===== config.mk =====
export PLATFORM = sky130hd
export DESIGN_NAME = dcache_top
export DESIGN_NICKNAME = d
export VERILOG_FILES = /design/src/rtl/dcache_pkg.sv /design/src/rtl/dcache_mem.sv /design/src/rtl/dcache_load_ctrl.sv /design/src/rtl/dcache_store_ctrl.sv /design/src/rtl/dcache_miss_unit.sv /design/src/rtl/dcache_top.sv
export SDC_FILE = /design/constraint.sdc
export NUM_CORES = 1
export LEC_CHECK = 0
export BUFFER_PORTS_ARGS = -buffer_cell sky130_fd_sc_hd__buf_2
export CAP_MARGIN = 20
export CORE_ASPECT_RATIO = 1.2
export CORE_UTILIZATION = 54
export DETAILED_ROUTE_END_ITERATION = 6
export PLACE_DENSITY = 0.82
export SLEW_MARGIN = 20
export SYNTH_ARGS = -nofsm -noshare
export SYNTH_HDL_FRONTEND = slang
export SYNTH_SLANG_ARGS = --single-unit

===== constraint.sdc =====
create_clock -name clk_i -period 4.6 [get_ports clk_i]
set_clock_uncertainty 0.05 [all_clocks]
set_input_delay 0.92 -clock clk_i [delete_from_list [all_inputs] [get_ports clk_i]]
set_output_delay 0.92 -clock clk_i [all_outputs]
set_load 0.05 [all_outputs]

===== src/rtl/dcache_pkg.sv =====
/*
 * shared types of the write-through data cache
 * address, data and strobe types, core port structs,
 * APB request/response structs, FSM and opcode enums
 */
package dcache_pkg;

  typedef logic [31:0] addr_t;
  typedef logic [31:0] word_t;
  typedef logic [3:0]  strb_t;

  ////////////////////
  // core side ports
  ////////////////////

  typedef struct packed {
    logic  valid;
    addr_t addr;
  } load_req_t;

  typedef struct packed {
    logic  rvalid;
    word_t rdata;
  } load_rsp_t;

  typedef struct packed {
    logic  valid;
    addr_t addr;
    word_t data;
    strb_t strb;
  } store_req_t;

  ////////////////////
  // memory side, APB
  ////////////////////

  typedef struct packed {
    logic  psel;
    logic  penable;
    logic  pwrite;
    addr_t paddr;
    word_t pwdata;
    strb_t pstrb;
  } apb_req_t;

  typedef struct packed {
    logic  pready;
    word_t prdata;
  } apb_rsp_t;

  // current miss unit job
  typedef enum logic [1:0] {OP_REFILL, OP_NC_READ, OP_WRITE} miss_op_e;

  typedef enum logic [1:0] {LD_IDLE, LD_LOOKUP, LD_MISS} load_state_e;
  typedef enum logic [1:0] {MU_IDLE, MU_SETUP, MU_ACCESS} miss_state_e;

endpackage


===== src/rtl/dcache_mem.sv =====
/*
 * direct-mapped tag, valid and data arrays
 * two combinational lookup ports (load, store),
 * refill word write, byte-merged store write, clear-all
 */
`timescale 1ns/1ps

module dcache_mem #(
  parameter int unsigned NumLines  = 8,
  parameter int unsigned LineWords = 4
) (
  input  logic             clk_i,
  input  logic             rst_i,
  input  dcache_pkg::addr_t ld_addr_i,
  input  dcache_pkg::addr_t st_addr_i,
  input  logic             refill_we_i,
  input  dcache_pkg::addr_t refill_addr_i,
  input  dcache_pkg::word_t refill_data_i,
  input  logic             refill_last_i,
  input  logic             st_we_i,
  input  dcache_pkg::word_t st_data_i,
  input  dcache_pkg::strb_t st_strb_i,
  input  logic             clear_all_i,
  output logic             ld_hit_o,
  output dcache_pkg::word_t ld_data_o,
  output logic             st_hit_o
);
  import dcache_pkg::*;

  localparam int unsigned OffW = $clog2(LineWords);
  localparam int unsigned IdxW = $clog2(NumLines);
  localparam int unsigned TagW = 32 - IdxW - OffW - 2;

  typedef struct packed {
    logic [TagW-1:0] tag;
    logic [IdxW-1:0] idx;
    logic [OffW-1:0] off;
    logic [1:0]      byte_off;
  } line_addr_t;

  word_t               data_q [NumLines][LineWords];
  logic [TagW-1:0]     tag_q  [NumLines];
  logic [NumLines-1:0] valid_q;

  line_addr_t ld, st, rf;

  assign ld = line_addr_t'(ld_addr_i);
  assign st = line_addr_t'(st_addr_i);
  assign rf = line_addr_t'(refill_addr_i);

  // tag compare on both ports
  assign ld_hit_o  = valid_q[ld.idx] && (tag_q[ld.idx] == ld.tag);
  assign ld_data_o = data_q[ld.idx][ld.off];
  assign st_hit_o  = valid_q[st.idx] && (tag_q[st.idx] == st.tag);

  // a line stays invalid until its last refill word lands
  always_ff @(posedge clk_i) begin
    if (rst_i || clear_all_i) begin
      valid_q <= '0;
    end else if (refill_we_i) begin
      valid_q[rf.idx] <= refill_last_i;
    end
  end

  always_ff @(posedge clk_i) begin
    if (refill_we_i) begin
      data_q[rf.idx][rf.off] <= refill_data_i;
      tag_q[rf.idx]          <= rf.tag;
    end else if (st_we_i) begin
      // merge store bytes into the cached word
      for (int b = 0; b < 4; b++) begin
        if (st_strb_i[b]) begin
          data_q[st.idx][st.off][8*b +: 8] <= st_data_i[8*b +: 8];
        end
      end
    end
  end

endmodule


===== src/rtl/dcache_load_ctrl.sv =====
/*
 * load port controller
 * grant, one-cycle array lookup, registered hit response,
 * refill or uncached read request to the miss unit
 */
`timescale 1ns/1ps

module dcache_load_ctrl #(
  parameter int unsigned NumLines  = 8,
  parameter int unsigned LineWords = 4
) (
  input  logic                   clk_i,
  input  logic                   rst_i,
  input  dcache_pkg::load_req_t  load_req_i,
  input  logic                   cache_en_i,
  input  logic                   hit_i,
  input  dcache_pkg::word_t      data_i,
  input  logic                   miss_ack_i,
  input  dcache_pkg::word_t      miss_rdata_i,
  output logic                   load_gnt_o,
  output dcache_pkg::load_rsp_t  load_rsp_o,
  output dcache_pkg::addr_t      lookup_addr_o,
  output logic                   miss_o,
  output logic                   miss_req_o,
  output logic                   miss_nc_o,
  output dcache_pkg::addr_t      miss_addr_o
);
  import dcache_pkg::*;

  localparam int unsigned OffW      = $clog2(LineWords);
  localparam int unsigned IdxW      = $clog2(NumLines);
  localparam int unsigned TagW      = 32 - IdxW - OffW - 2;
  localparam int unsigned WordAddrW = TagW + IdxW + OffW;

  load_state_e          state_q;
  logic [WordAddrW-1:0] waddr_q;
  logic                 nc_q;
  logic                 rvalid_q;
  word_t                rdata_q;

  // only accept a new load when nothing is in flight
  assign load_gnt_o    = (state_q == LD_IDLE) && load_req_i.valid;
  assign lookup_addr_o = {waddr_q, 2'b00};
  assign miss_addr_o   = {waddr_q, 2'b00};
  assign miss_o        = (state_q == LD_LOOKUP) && !hit_i;
  assign miss_req_o    = (state_q == LD_MISS);
  assign miss_nc_o     = nc_q;
  assign load_rsp_o    = '{rvalid: rvalid_q, rdata: rdata_q};

  always_ff @(posedge clk_i) begin
    if (rst_i) begin
      state_q  <= LD_IDLE;
      nc_q     <= 1'b0;
      rvalid_q <= 1'b0;
    end else begin
      rvalid_q <= 1'b0;
      case (state_q)
        LD_IDLE: begin
          if (load_gnt_o) begin
            // disabled cache goes straight to memory
            nc_q    <= !cache_en_i;
            state_q <= cache_en_i ? LD_LOOKUP : LD_MISS;
          end
        end
        LD_LOOKUP: begin
          rvalid_q <= hit_i;
          state_q  <= hit_i ? LD_IDLE : LD_MISS;
        end
        LD_MISS: begin
          if (miss_ack_i) begin
            rvalid_q <= 1'b1;
            state_q  <= LD_IDLE;
          end
        end
        default: state_q <= LD_IDLE;
      endcase
    end
  end

  always_ff @(posedge clk_i) begin
    if (load_gnt_o) begin
      waddr_q <= load_req_i.addr[WordAddrW+1:2];
    end
    if (state_q == LD_LOOKUP) begin
      rdata_q <= data_i;
    end else if (miss_ack_i) begin
      rdata_q <= miss_rdata_i;
    end
  end

endmodule


===== src/rtl/dcache_store_ctrl.sv =====
/*
 * store port controller
 * single-entry holding register, write-through request, hit update
 */
`timescale 1ns/1ps

module dcache_store_ctrl #(
  parameter int unsigned NumLines  = 8,
  parameter int unsigned LineWords = 4
) (
  input  logic                   clk_i,
  input  logic                   rst_i,
  input  dcache_pkg::store_req_t store_req_i,
  input  logic                   wr_ack_i,
  input  logic                   hit_i,
  output logic                   store_gnt_o,
  output logic                   store_idle_o,
  output logic                   wr_req_o,
  output dcache_pkg::addr_t      wr_addr_o,
  output dcache_pkg::word_t      wr_data_o,
  output dcache_pkg::strb_t      wr_strb_o,
  output logic                   mem_we_o
);
  import dcache_pkg::*;

  localparam int unsigned OffW      = $clog2(LineWords);
  localparam int unsigned IdxW      = $clog2(NumLines);
  localparam int unsigned WordAddrW = (32 - IdxW - OffW - 2) + IdxW + OffW;

  logic                 valid_q;
  logic [WordAddrW-1:0] waddr_q;
  word_t                data_q;
  strb_t                strb_q;

  // entry free means immediate grant
  assign store_gnt_o  = store_req_i.valid && !valid_q;
  assign store_idle_o = !valid_q && !store_gnt_o;
  assign wr_req_o     = valid_q;
  assign wr_addr_o    = {waddr_q, 2'b00};
  assign wr_data_o    = data_q;
  assign wr_strb_o    = strb_q;
  // cached copy only touched when the line is present
  assign mem_we_o     = wr_ack_i && hit_i;

  always_ff @(posedge clk_i) begin
    if (rst_i) begin
      valid_q <= 1'b0;
    end else if (store_gnt_o) begin
      valid_q <= 1'b1;
    end else if (wr_ack_i) begin
      valid_q <= 1'b0;
    end
  end

  always_ff @(posedge clk_i) begin
    if (store_gnt_o) begin
      waddr_q <= store_req_i.addr[WordAddrW+1:2];
      data_q  <= store_req_i.data;
      strb_q  <= store_req_i.strb;
    end
  end

endmodule


===== src/rtl/dcache_miss_unit.sv =====
/*
 * miss unit and APB requester
 * serializes line refills, uncached reads and write-through stores,
 * handles flush and cache enable while idle
 */
`timescale 1ns/1ps

module dcache_miss_unit #(
  parameter int unsigned NumLines  = 8,
  parameter int unsigned LineWords = 4
) (
  input  logic                 clk_i,
  input  logic                 rst_i,
  input  logic                 enable_i,
  input  logic                 flush_i,
  input  logic                 ld_miss_req_i,
  input  logic                 ld_miss_nc_i,
  input  dcache_pkg::addr_t    ld_miss_addr_i,
  input  logic                 st_wr_req_i,
  input  dcache_pkg::addr_t    st_wr_addr_i,
  input  dcache_pkg::word_t    st_wr_data_i,
  input  dcache_pkg::strb_t    st_wr_strb_i,
  input  dcache_pkg::apb_rsp_t apb_rsp_i,
  output logic                 flush_ack_o,
  output logic                 cache_en_o,
  output logic                 ld_miss_ack_o,
  output dcache_pkg::word_t    ld_miss_rdata_o,
  output logic                 st_wr_ack_o,
  output logic                 refill_we_o,
  output dcache_pkg::addr_t    refill_addr_o,
  output dcache_pkg::word_t    refill_data_o,
  output logic                 refill_last_o,
  output logic                 clear_all_o,
  output dcache_pkg::apb_req_t apb_req_o
);
  import dcache_pkg::*;

  localparam int unsigned OffW = $clog2(LineWords);
  localparam int unsigned IdxW = $clog2(NumLines);
  localparam int unsigned TagW = 32 - IdxW - OffW - 2;

  typedef struct packed {
    logic [TagW-1:0] tag;
    logic [IdxW-1:0] idx;
    logic [OffW-1:0] off;
    logic [1:0]      byte_off;
  } line_addr_t;

  miss_state_e state_q;
  miss_op_e    op_q;
  logic        flush_ack_q;
  logic        cache_en_q;
  line_addr_t  paddr_q;
  word_t       wdata_q;
  strb_t       strb_q;
  word_t       rdata_q;
  line_addr_t  ld_addr;
  logic        xfer_done;
  logic        word_hit;

  assign ld_addr   = line_addr_t'(ld_miss_addr_i);
  assign xfer_done = (state_q == MU_ACCESS) && apb_rsp_i.pready;
  // refill word that the load asked for
  assign word_hit  = (paddr_q.off == ld_addr.off);

  ////////////////////
  // array and port side
  ////////////////////

  assign refill_we_o     = xfer_done && (op_q == OP_REFILL);
  assign refill_addr_o   = paddr_q;
  assign refill_data_o   = apb_rsp_i.prdata;
  assign refill_last_o   = (paddr_q.off == {OffW{1'b1}});
  assign ld_miss_ack_o   = xfer_done &&
                           ((op_q == OP_NC_READ) || ((op_q == OP_REFILL) && refill_last_o));
  assign ld_miss_rdata_o = ((op_q == OP_NC_READ) || word_hit) ? apb_rsp_i.prdata : rdata_q;
  assign st_wr_ack_o     = xfer_done && (op_q == OP_WRITE);
  assign clear_all_o     = (state_q == MU_IDLE) && flush_i && !flush_ack_q;
  assign flush_ack_o     = flush_ack_q;
  assign cache_en_o      = cache_en_q;

  ////////////////////
  // APB side
  ////////////////////

  assign apb_req_o = '{psel:    (state_q != MU_IDLE),
                       penable: (state_q == MU_ACCESS),
                       pwrite:  (op_q == OP_WRITE),
                       paddr:   paddr_q,
                       pwdata:  wdata_q,
                       pstrb:   strb_q};

  always_ff @(posedge clk_i) begin
    if (rst_i) begin
      state_q     <= MU_IDLE;
      op_q        <= OP_REFILL;
      flush_ack_q <= 1'b0;
      cache_en_q  <= 1'b0;
    end else begin
      flush_ack_q <= clear_all_o;
      case (state_q)
        MU_IDLE: begin
          cache_en_q <= enable_i;
          // flush holds off new jobs and loads beat stores
          if (!flush_i && ld_miss_req_i) begin
            op_q    <= ld_miss_nc_i ? OP_NC_READ : OP_REFILL;
            state_q <= MU_SETUP;
          end else if (!flush_i && st_wr_req_i) begin
            op_q    <= OP_WRITE;
            state_q <= MU_SETUP;
          end
        end
        MU_SETUP: state_q <= MU_ACCESS;
        MU_ACCESS: begin
          if (apb_rsp_i.pready) begin
            state_q <= (refill_we_o && !refill_last_o) ? MU_SETUP : MU_IDLE;
          end
        end
        default: state_q <= MU_IDLE;
      endcase
    end
  end

  always_ff @(posedge clk_i) begin
    if (state_q == MU_IDLE) begin
      wdata_q <= st_wr_data_i;
      if (ld_miss_req_i) begin
        // refills start at word zero of the line
        paddr_q <= ld_miss_nc_i ? ld_addr :
                   line_addr_t'{tag: ld_addr.tag, idx: ld_addr.idx, off: '0, byte_off: 2'b00};
        strb_q  <= '0;
      end else begin
        paddr_q <= line_addr_t'(st_wr_addr_i);
        strb_q  <= st_wr_strb_i;
      end
    end else if (refill_we_o) begin
      paddr_q.off <= paddr_q.off + 1'b1;
      if (word_hit) begin
        rdata_q <= apb_rsp_i.prdata;
      end
    end
  end

endmodule


===== src/rtl/dcache_top.sv =====
/*
 * data cache top level
 * load and store controllers, miss unit and arrays
 */
`timescale 1ns/1ps

module dcache_top #(
  parameter int unsigned NumLines  = 8,
  parameter int unsigned LineWords = 4
) (
  input  logic                   clk_i,
  input  logic                   rst_i,
  input  logic                   enable_i,
  input  logic                   flush_i,
  output logic                   flush_ack_o,
  output logic                   miss_o,
  input  dcache_pkg::load_req_t  load_req_i,
  output logic                   load_gnt_o,
  output dcache_pkg::load_rsp_t  load_rsp_o,
  input  dcache_pkg::store_req_t store_req_i,
  output logic                   store_gnt_o,
  output logic                   store_idle_o,
  output dcache_pkg::apb_req_t   apb_req_o,
  input  dcache_pkg::apb_rsp_t   apb_rsp_i
);
  import dcache_pkg::*;

  logic  cache_en;
  addr_t lookup_addr;
  logic  ld_hit;
  word_t ld_data;
  // load controller and miss unit
  logic  ld_miss_req, ld_miss_nc, ld_miss_ack;
  addr_t ld_miss_addr;
  word_t ld_miss_rdata;
  // store controller and miss unit
  logic  st_wr_req, st_wr_ack, st_hit, st_mem_we;
  addr_t st_wr_addr;
  word_t st_wr_data;
  strb_t st_wr_strb;
  // miss unit and arrays
  logic  refill_we, refill_last, clear_all;
  addr_t refill_addr;
  word_t refill_data;

  dcache_load_ctrl #(
    .NumLines  ( NumLines  ),
    .LineWords ( LineWords )
  ) u_load_ctrl (
    .clk_i         ( clk_i         ),
    .rst_i         ( rst_i         ),
    .load_req_i    ( load_req_i    ),
    .cache_en_i    ( cache_en      ),
    .hit_i         ( ld_hit        ),
    .data_i        ( ld_data       ),
    .miss_ack_i    ( ld_miss_ack   ),
    .miss_rdata_i  ( ld_miss_rdata ),
    .load_gnt_o    ( load_gnt_o    ),
    .load_rsp_o    ( load_rsp_o    ),
    .lookup_addr_o ( lookup_addr   ),
    .miss_o        ( miss_o        ),
    .miss_req_o    ( ld_miss_req   ),
    .miss_nc_o     ( ld_miss_nc    ),
    .miss_addr_o   ( ld_miss_addr  )
  );

  dcache_store_ctrl #(
    .NumLines  ( NumLines  ),
    .LineWords ( LineWords )
  ) u_store_ctrl (
    .clk_i        ( clk_i        ),
    .rst_i        ( rst_i        ),
    .store_req_i  ( store_req_i  ),
    .wr_ack_i     ( st_wr_ack    ),
    .hit_i        ( st_hit       ),
    .store_gnt_o  ( store_gnt_o  ),
    .store_idle_o ( store_idle_o ),
    .wr_req_o     ( st_wr_req    ),
    .wr_addr_o    ( st_wr_addr   ),
    .wr_data_o    ( st_wr_data   ),
    .wr_strb_o    ( st_wr_strb   ),
    .mem_we_o     ( st_mem_we    )
  );

  dcache_miss_unit #(
    .NumLines  ( NumLines  ),
    .LineWords ( LineWords )
  ) u_miss_unit (
    .clk_i           ( clk_i         ),
    .rst_i           ( rst_i         ),
    .enable_i        ( enable_i      ),
    .flush_i         ( flush_i       ),
    .ld_miss_req_i   ( ld_miss_req   ),
    .ld_miss_nc_i    ( ld_miss_nc    ),
    .ld_miss_addr_i  ( ld_miss_addr  ),
    .st_wr_req_i     ( st_wr_req     ),
    .st_wr_addr_i    ( st_wr_addr    ),
    .st_wr_data_i    ( st_wr_data    ),
    .st_wr_strb_i    ( st_wr_strb    ),
    .apb_rsp_i       ( apb_rsp_i     ),
    .flush_ack_o     ( flush_ack_o   ),
    .cache_en_o      ( cache_en      ),
    .ld_miss_ack_o   ( ld_miss_ack   ),
    .ld_miss_rdata_o ( ld_miss_rdata ),
    .st_wr_ack_o     ( st_wr_ack     ),
    .refill_we_o     ( refill_we     ),
    .refill_addr_o   ( refill_addr   ),
    .refill_data_o   ( refill_data   ),
    .refill_last_o   ( refill_last   ),
    .clear_all_o     ( clear_all     ),
    .apb_req_o       ( apb_req_o     )
  );

  dcache_mem #(
    .NumLines  ( NumLines  ),
    .LineWords ( LineWords )
  ) u_mem (
    .clk_i         ( clk_i       ),
    .rst_i         ( rst_i       ),
    .ld_addr_i     ( lookup_addr ),
    .st_addr_i     ( st_wr_addr  ),
    .refill_we_i   ( refill_we   ),
    .refill_addr_i ( refill_addr ),
    .refill_data_i ( refill_data ),
    .refill_last_i ( refill_last ),
    .st_we_i       ( st_mem_we   ),
    .st_data_i     ( st_wr_data  ),
    .st_strb_i     ( st_wr_strb  ),
    .clear_all_i   ( clear_all   ),
    .ld_hit_o      ( ld_hit      ),
    .ld_data_o     ( ld_data     ),
    .st_hit_o      ( st_hit      )
  );

endmodule


* After elaboration in Yosys (flattened, before gate mapping) *
Memory sizes are Yosys's and may differ from the RTL's. A register that Yosys moved wholly into a read port is not among the register bits.
Index checks and enable logic that the tools add are counted.
W data, S select, Z words.

storage, ports and cells
  flip-flop bits (word level) = 247
  memory bits (writable) = 1224
  output and inout port bits = 109
  memories = 2
  input bits = 139

cells by class
  add/sub/neg operators = 1
  $lt $le $gt $ge = 9
  reduce and logical (&&, ||, !) cells = 44
  muxes and demuxes = 453
  equality and inequality tests = 14
  bitwise gates (word level) = 388

memory list
  name          depth  width  read ports  clocked after Yosys merged registers in  wr ports  line              RTL
  u_mem.data_q  8      128    1           1                                        1         dcache_mem.sv:41  word_t data_q [NumLines][LineWords];
  u_mem.tag_q   8      25     2           2                                        1         dcache_mem.sv:42  logic [TagW-1:0] tag_q [NumLines];

operators by type and width
  cell                  number
  $mux W128             7
  $mux W1               406
  $or A1 B1 Y1          384
  $demux W32 S2         5
  $mux W32              8
  $reduce_or A128 Y1    1
  $bmux W32 S2          1
  $eq A25 B25 Y1        2
  $mux W24              1
  $mux W2               11
  $logic_and A1 B1 Y1   20
  $mux W16              1
  $lt A3 B4 Y1 const B  3
  $mux W3               4
  $pmux W2 S3           2
  $reduce_bool A2 Y1    5
  $ge A3 B3 Y1 const B  3
  $not A2 Y3            3
  $bwmux W8             1
  $eq A2 B2 Y1 const B  4
  $mux W8               1
  $reduce_and A2 Y1     4
  $logic_not A1 Y1      7
  $bmux W1 S3           2
  15 further kinds      23

* Longest topological paths before layout *
  word-level depth = 12
  depth in mapped cells = 15
  depth with buffers taken out = 8

* Hierarchy *
A second synthesis with hierarchy kept.

unflattened totals
  cells, all modules = 2800
  area total of the unflattened synthesis = 59819.9 µm²

modules (own cells, without submodules)
  module             area each (µm²)  cells each  instances  sequential area each (µm²)
  dcache_mem         50073.0          2272        1          36915.4
  dcache_miss_unit   4764.6           289         1          3123.0
  dcache_load_ctrl   2926.6           164         1          1941.9
  dcache_store_ctrl  2055.7           75          1          2001.9

* Worst setup path after synthesis *
Ideal clock, no wire load.

  kind = input-to-output
  start point = input port store_req_i[68] (netlist bit)
  end point = output port store_gnt_o
  path slack = -0.943 ns
  arrival time = 4.573 ns
  stages on the path = 1
  data required time = 3.630 ns
  cells stage by stage = nor2b_1

between the ends
  longest elaborated chain between the ends = 1

ends and longest elaborated chain
  item                 line                     RTL
  start, declared      dcache_top.sv:20         input dcache_pkg::store_req_t store_req_i,
  $logic_and A1 B1 Y1  dcache_store_ctrl.sv:36  assign store_gnt_o = store_req_i.valid && !valid_q;
  end, declared        dcache_top.sv:21         output logic store_gnt_o,

Every way passes these cells.

==> results.cfg <==
[routing]
ant_nets = 0
drt-vias-per-instance = 6.46
detail_route.wirelength_mm = 147
drt_first_iter_violations = 3931
post_drt_wl_per_cell_um = 31.0
drcViolationCount = 0
num_vias = 30717
drt-pass1-iter-count = 6

[global_routing]
globalRouteOverflowTotal = 0
first_global_vias = 31986
grt_start_max_net_pins = 131
grt_first_pass_wirelength_mm = 212
grt_use_total_pct = 27.1
antenna_violations_before_repair = 11

[timing]
hold_viol = 0
max-slew-margin-rel_pct = 21.9
tns_ns = 0
final_min_period_over_clock_period_pct = 99.8
finalCriticalPeriod_ns = 4.59
timing.fmax_ghz = 0.218
tightest_slew_ns = 1.15
timing.final.setup_violations = 0
slew_violations = 0

[floorplanning]
initial_core_util_pct = 54.4
die-area_sq_mm = 0.110
die_width_um = 303
rows = 132
design.portCount = 248
fp.coreArea_sq_mm = 0.108
chipHeight_um = 363

[final_layout]
layout.nets = 3381
layout.cells.most_common = sky130_fd_sc_hd__edfxtp_1
area_growth_pct = 16.1
proportion_of_layout_cells_with_a_drive_suffix_above_1_pct = 35.0
fin_cells = 4756
commonest_non_fill_non_tap_cells_in_the_layout = sky130_fd_sc_hd__edfxtp_1, sky130_fd_sc_hd__mux4_2, sky130_fd_sc_hd__buf_2
layout.cell_area.non_filler_sq_mm = 0.0683

[place]
detailed_place_hpwl_mm = 87.6
place.detailed.instances = 4482
placed_area_sq_mm = 0.0634
io_buffer_count = 241
gpl.final_weighted_congestion = 0.858

[logic_synthesis]
synth_warnings = 0
synth_xor_xnor_area_share_pct = 0.596
synthesis.area_sq_mm = 0.0588
fraction_of_the_mapped_netlist_area_in_adder_cells_pct = 0.149
synth_seq_area_share_pct = 74.9
synth.avg_cell_area_sq_um = 21.5
yosys-top-cells-area = sky130_fd_sc_hd__edfxtp_1, sky130_fd_sc_hd__mux4_2, sky130_fd_sc_hd__mux2i_1, sky130_fd_sc_hd__nor2_1, sky130_fd_sc_hd__dfxtp_1
ys_dominant_reg_cell = sky130_fd_sc_hd__edfxtp_1
synthMuxAreaShare_pct = 18.9
synth_top_area_share_pct = 74.0
synth_compound_area_share_pct = 1.71
ys_seq_elements = 1475
number_of_enable_type_register_cells_in_the_synthesized_netlist = 1450
post_synthesis_cell_type_with_the_largest_combined_area = sky130_fd_sc_hd__edfxtp_1
syn-instance-count = 2739
largest_family_of_logic_cells_by_synthesized_area = multiplexers
synth.distinct_cells = 54
post_synth_and_or_nand_nor_area_fraction_pct = 2.45
ys_async_sr_fraction_pct = 0

[cts]
cts.htree.levels = 4
cts-root-to-sink-buffers = 3
hold_buffer_count_at_cts = 0
cts.sink_count = 1475
cts_root_buf = sky130_fd_sc_hd__clkbuf_16
insertion_delay_ns = 0.76
clk_pin_slew_worst_paths_ns = 0.06
tritoncts = yes
tritoncts.num_buffers = 140

[critical_path]
critPathRequiredTime_ns = 3.63
critical_path.top_delay_family = simple AND/OR/NAND/NOR gates
signal_arrival_time_at_the_worst_endpoint_ns = 3.62
crit_chain = buf_4 -> mux4_2 -> mux2i_2 -> xor2_2 -> nand4_1 -> nor4_2 -> nand4_1 -> and2_1 -> buf_2
timing.setup.critical_path_class = register to output port
path_max_fanout = 7
worst_path_max_delay_cell = sky130_fd_sc_hd__mux4_2
critical_path.most_common_cell = sky130_fd_sc_hd__nand4_1
worstSetupEndpointType = output port
critical_path_buf_inv_count = 2
max_stage_delay_ns = 0.52
start_kind = register

[status]
outcome = finished clean

[power_and_ir_drop]
power.ir.vdd_worst_v = 0.000416
leakagePower_uw = 0.0226
power.density_cell_area_mw_per_mm2 = 467

[worst_hold_path]
hold_class = input pin to register

[job]
max_cap_viol_count = 0
## report_power, final
group | total, uW | internal [uW] | switching [uW]
Combinational | 4720 | 1880 | 2840
Sequential | 15500 | 15200 | 308
Clock | 11600 | 6640 | 4980
Total | 31900 | 23700 | 8130
## state kept, by name, summed over array words and instances (netlist names), named ones only
signal                   flops
u_mem.valid_q                8
u_store_ctrl.waddr_q        30
u_miss_unit.cache_en_o       1
u_mem.data_q              1024
u_store_ctrl.wr_req_o        1
u_load_ctrl.rvalid_q         1
u_miss_unit.op_q             2
u_mem.tag_q                200
u_load_ctrl.rdata_q         32
u_miss_unit.strb_q           4
u_miss_unit.state_q          2
u_load_ctrl.state_q          2
u_store_ctrl.wr_data_o      32
u_miss_unit.rdata_q         32
u_miss_unit.wdata_q         32
u_load_ctrl.waddr_q         30
u_load_ctrl.miss_nc_o        1
u_store_ctrl.wr_strb_o       4
u_miss_unit.apb_req_o       30
u_miss_unit.flush_ack_o      1
## final timing paths
path	cells after the start	slack [ns]	from	to
max	9	0.01	register	miss_o
max reg2reg	11	0.09	register	u_mem.data_q[6][4]
min	1	0.28	load_req_i[27]	u_load_ctrl.waddr_q[25]
min reg2reg	0	0.41	u_store_ctrl.wr_data_o[14]	u_miss_unit.wdata_q[14]
## logic make-up (layout without fill, tap and decap cells)
group	Yosys count	in the layout
adders and majority gates	7	7
xor gates and xnor gates	40	40
other	1	4
AOI/OAI and AO/OA	154	154
and+or+nand+nor	303	303
buffers and inverters	158	765
DFF	1475	1475
muxes	601	601
## through the flow
stage / power (uW) / util (%) / setup WS (ns) / hold WS [ns]
floorplan: 18800 / - / 0.338 / 0.369
global placement: 20100 / 58.7 / 0.278 / 0.383
detailed placement: 20300 / 58.7 / 0.148 / 0.379
CTS: 31900 / 63.1 / 0.00127 / 0.233
global route: 32600 / 63.2 / -0.00661 / 0.254
finish: 31900 / 63.2 / 0.0112 / 0.283
## per-layer routing
layer	vias up	GRT usage [%]	wire (um)
li1	12396	-	-
met1	15759	33.0	49800
met2	2157	46.2	75800
met3	397	6.23	15000
met4	8	11.5	6600
met5	-	0	49
## worst register-to-register path: stages, from the launching register on
cell,delay [ns]
sky130_fd_sc_hd__dfxtp_2,0.59
sky130_fd_sc_hd__buf_4,0.47
sky130_fd_sc_hd__mux2i_1,0.15
sky130_fd_sc_hd__a22oi_1,0.28
sky130_fd_sc_hd__and3_1,0.21
sky130_fd_sc_hd__o22a_1,0.18
sky130_fd_sc_hd__nand4_1,0.09
sky130_fd_sc_hd__buf_4,0.17
sky130_fd_sc_hd__or4_4,0.68
sky130_fd_sc_hd__mux2i_4,0.95
sky130_fd_sc_hd__nor2_1,0.22
sky130_fd_sc_hd__buf_4,0.23
## cells in the mapped netlist (all sizes together), types with 2 or more instances
library cell,instances
a211oi,35
a21o,2
a21oi,67
a221oi,3
a22o,2
a22oi,25
a32oi,2
and2,9
and3,10
buf,68
clkbuf,81
dfxtp,25
edfxtp,1450
ha,7
inv,9
mux2,68
mux2i,139
mux4,394
nand2,21
nand2b,8
nand3,6
nand3b,4
nand4,9
nor2,160
nor2b,50
nor3,13
nor4,7
o21ai,7
o22a,5
or2,2
xnor2,22
xor2,18
## layout make-up
cell class / count / area, sq um
Inverter: 9 / 36.3
Multi-Input combinational cell: 1107 / 14100
Clock buffer: 174 / 3740
Clock inverter: 80 / 832
Timing Repair Buffer: 502 / 3690
Sequential cell: 1475 / 44100
Tap cell: 1407 / 1760
Antenna cell: 2 / 5.00
Fill cell: 6836 / 39700
## what timing repair did
action / 4_1_cts / 5_1_grt
buffers inserted: 8 / 6
gates resized for setup: 5 / 5
gates cloned: 1 / 0
endpoints found under the setup margin: 1 / 16
pin swaps: 2 / 1
Note: power is estimated with default switching activity, not from simulation.
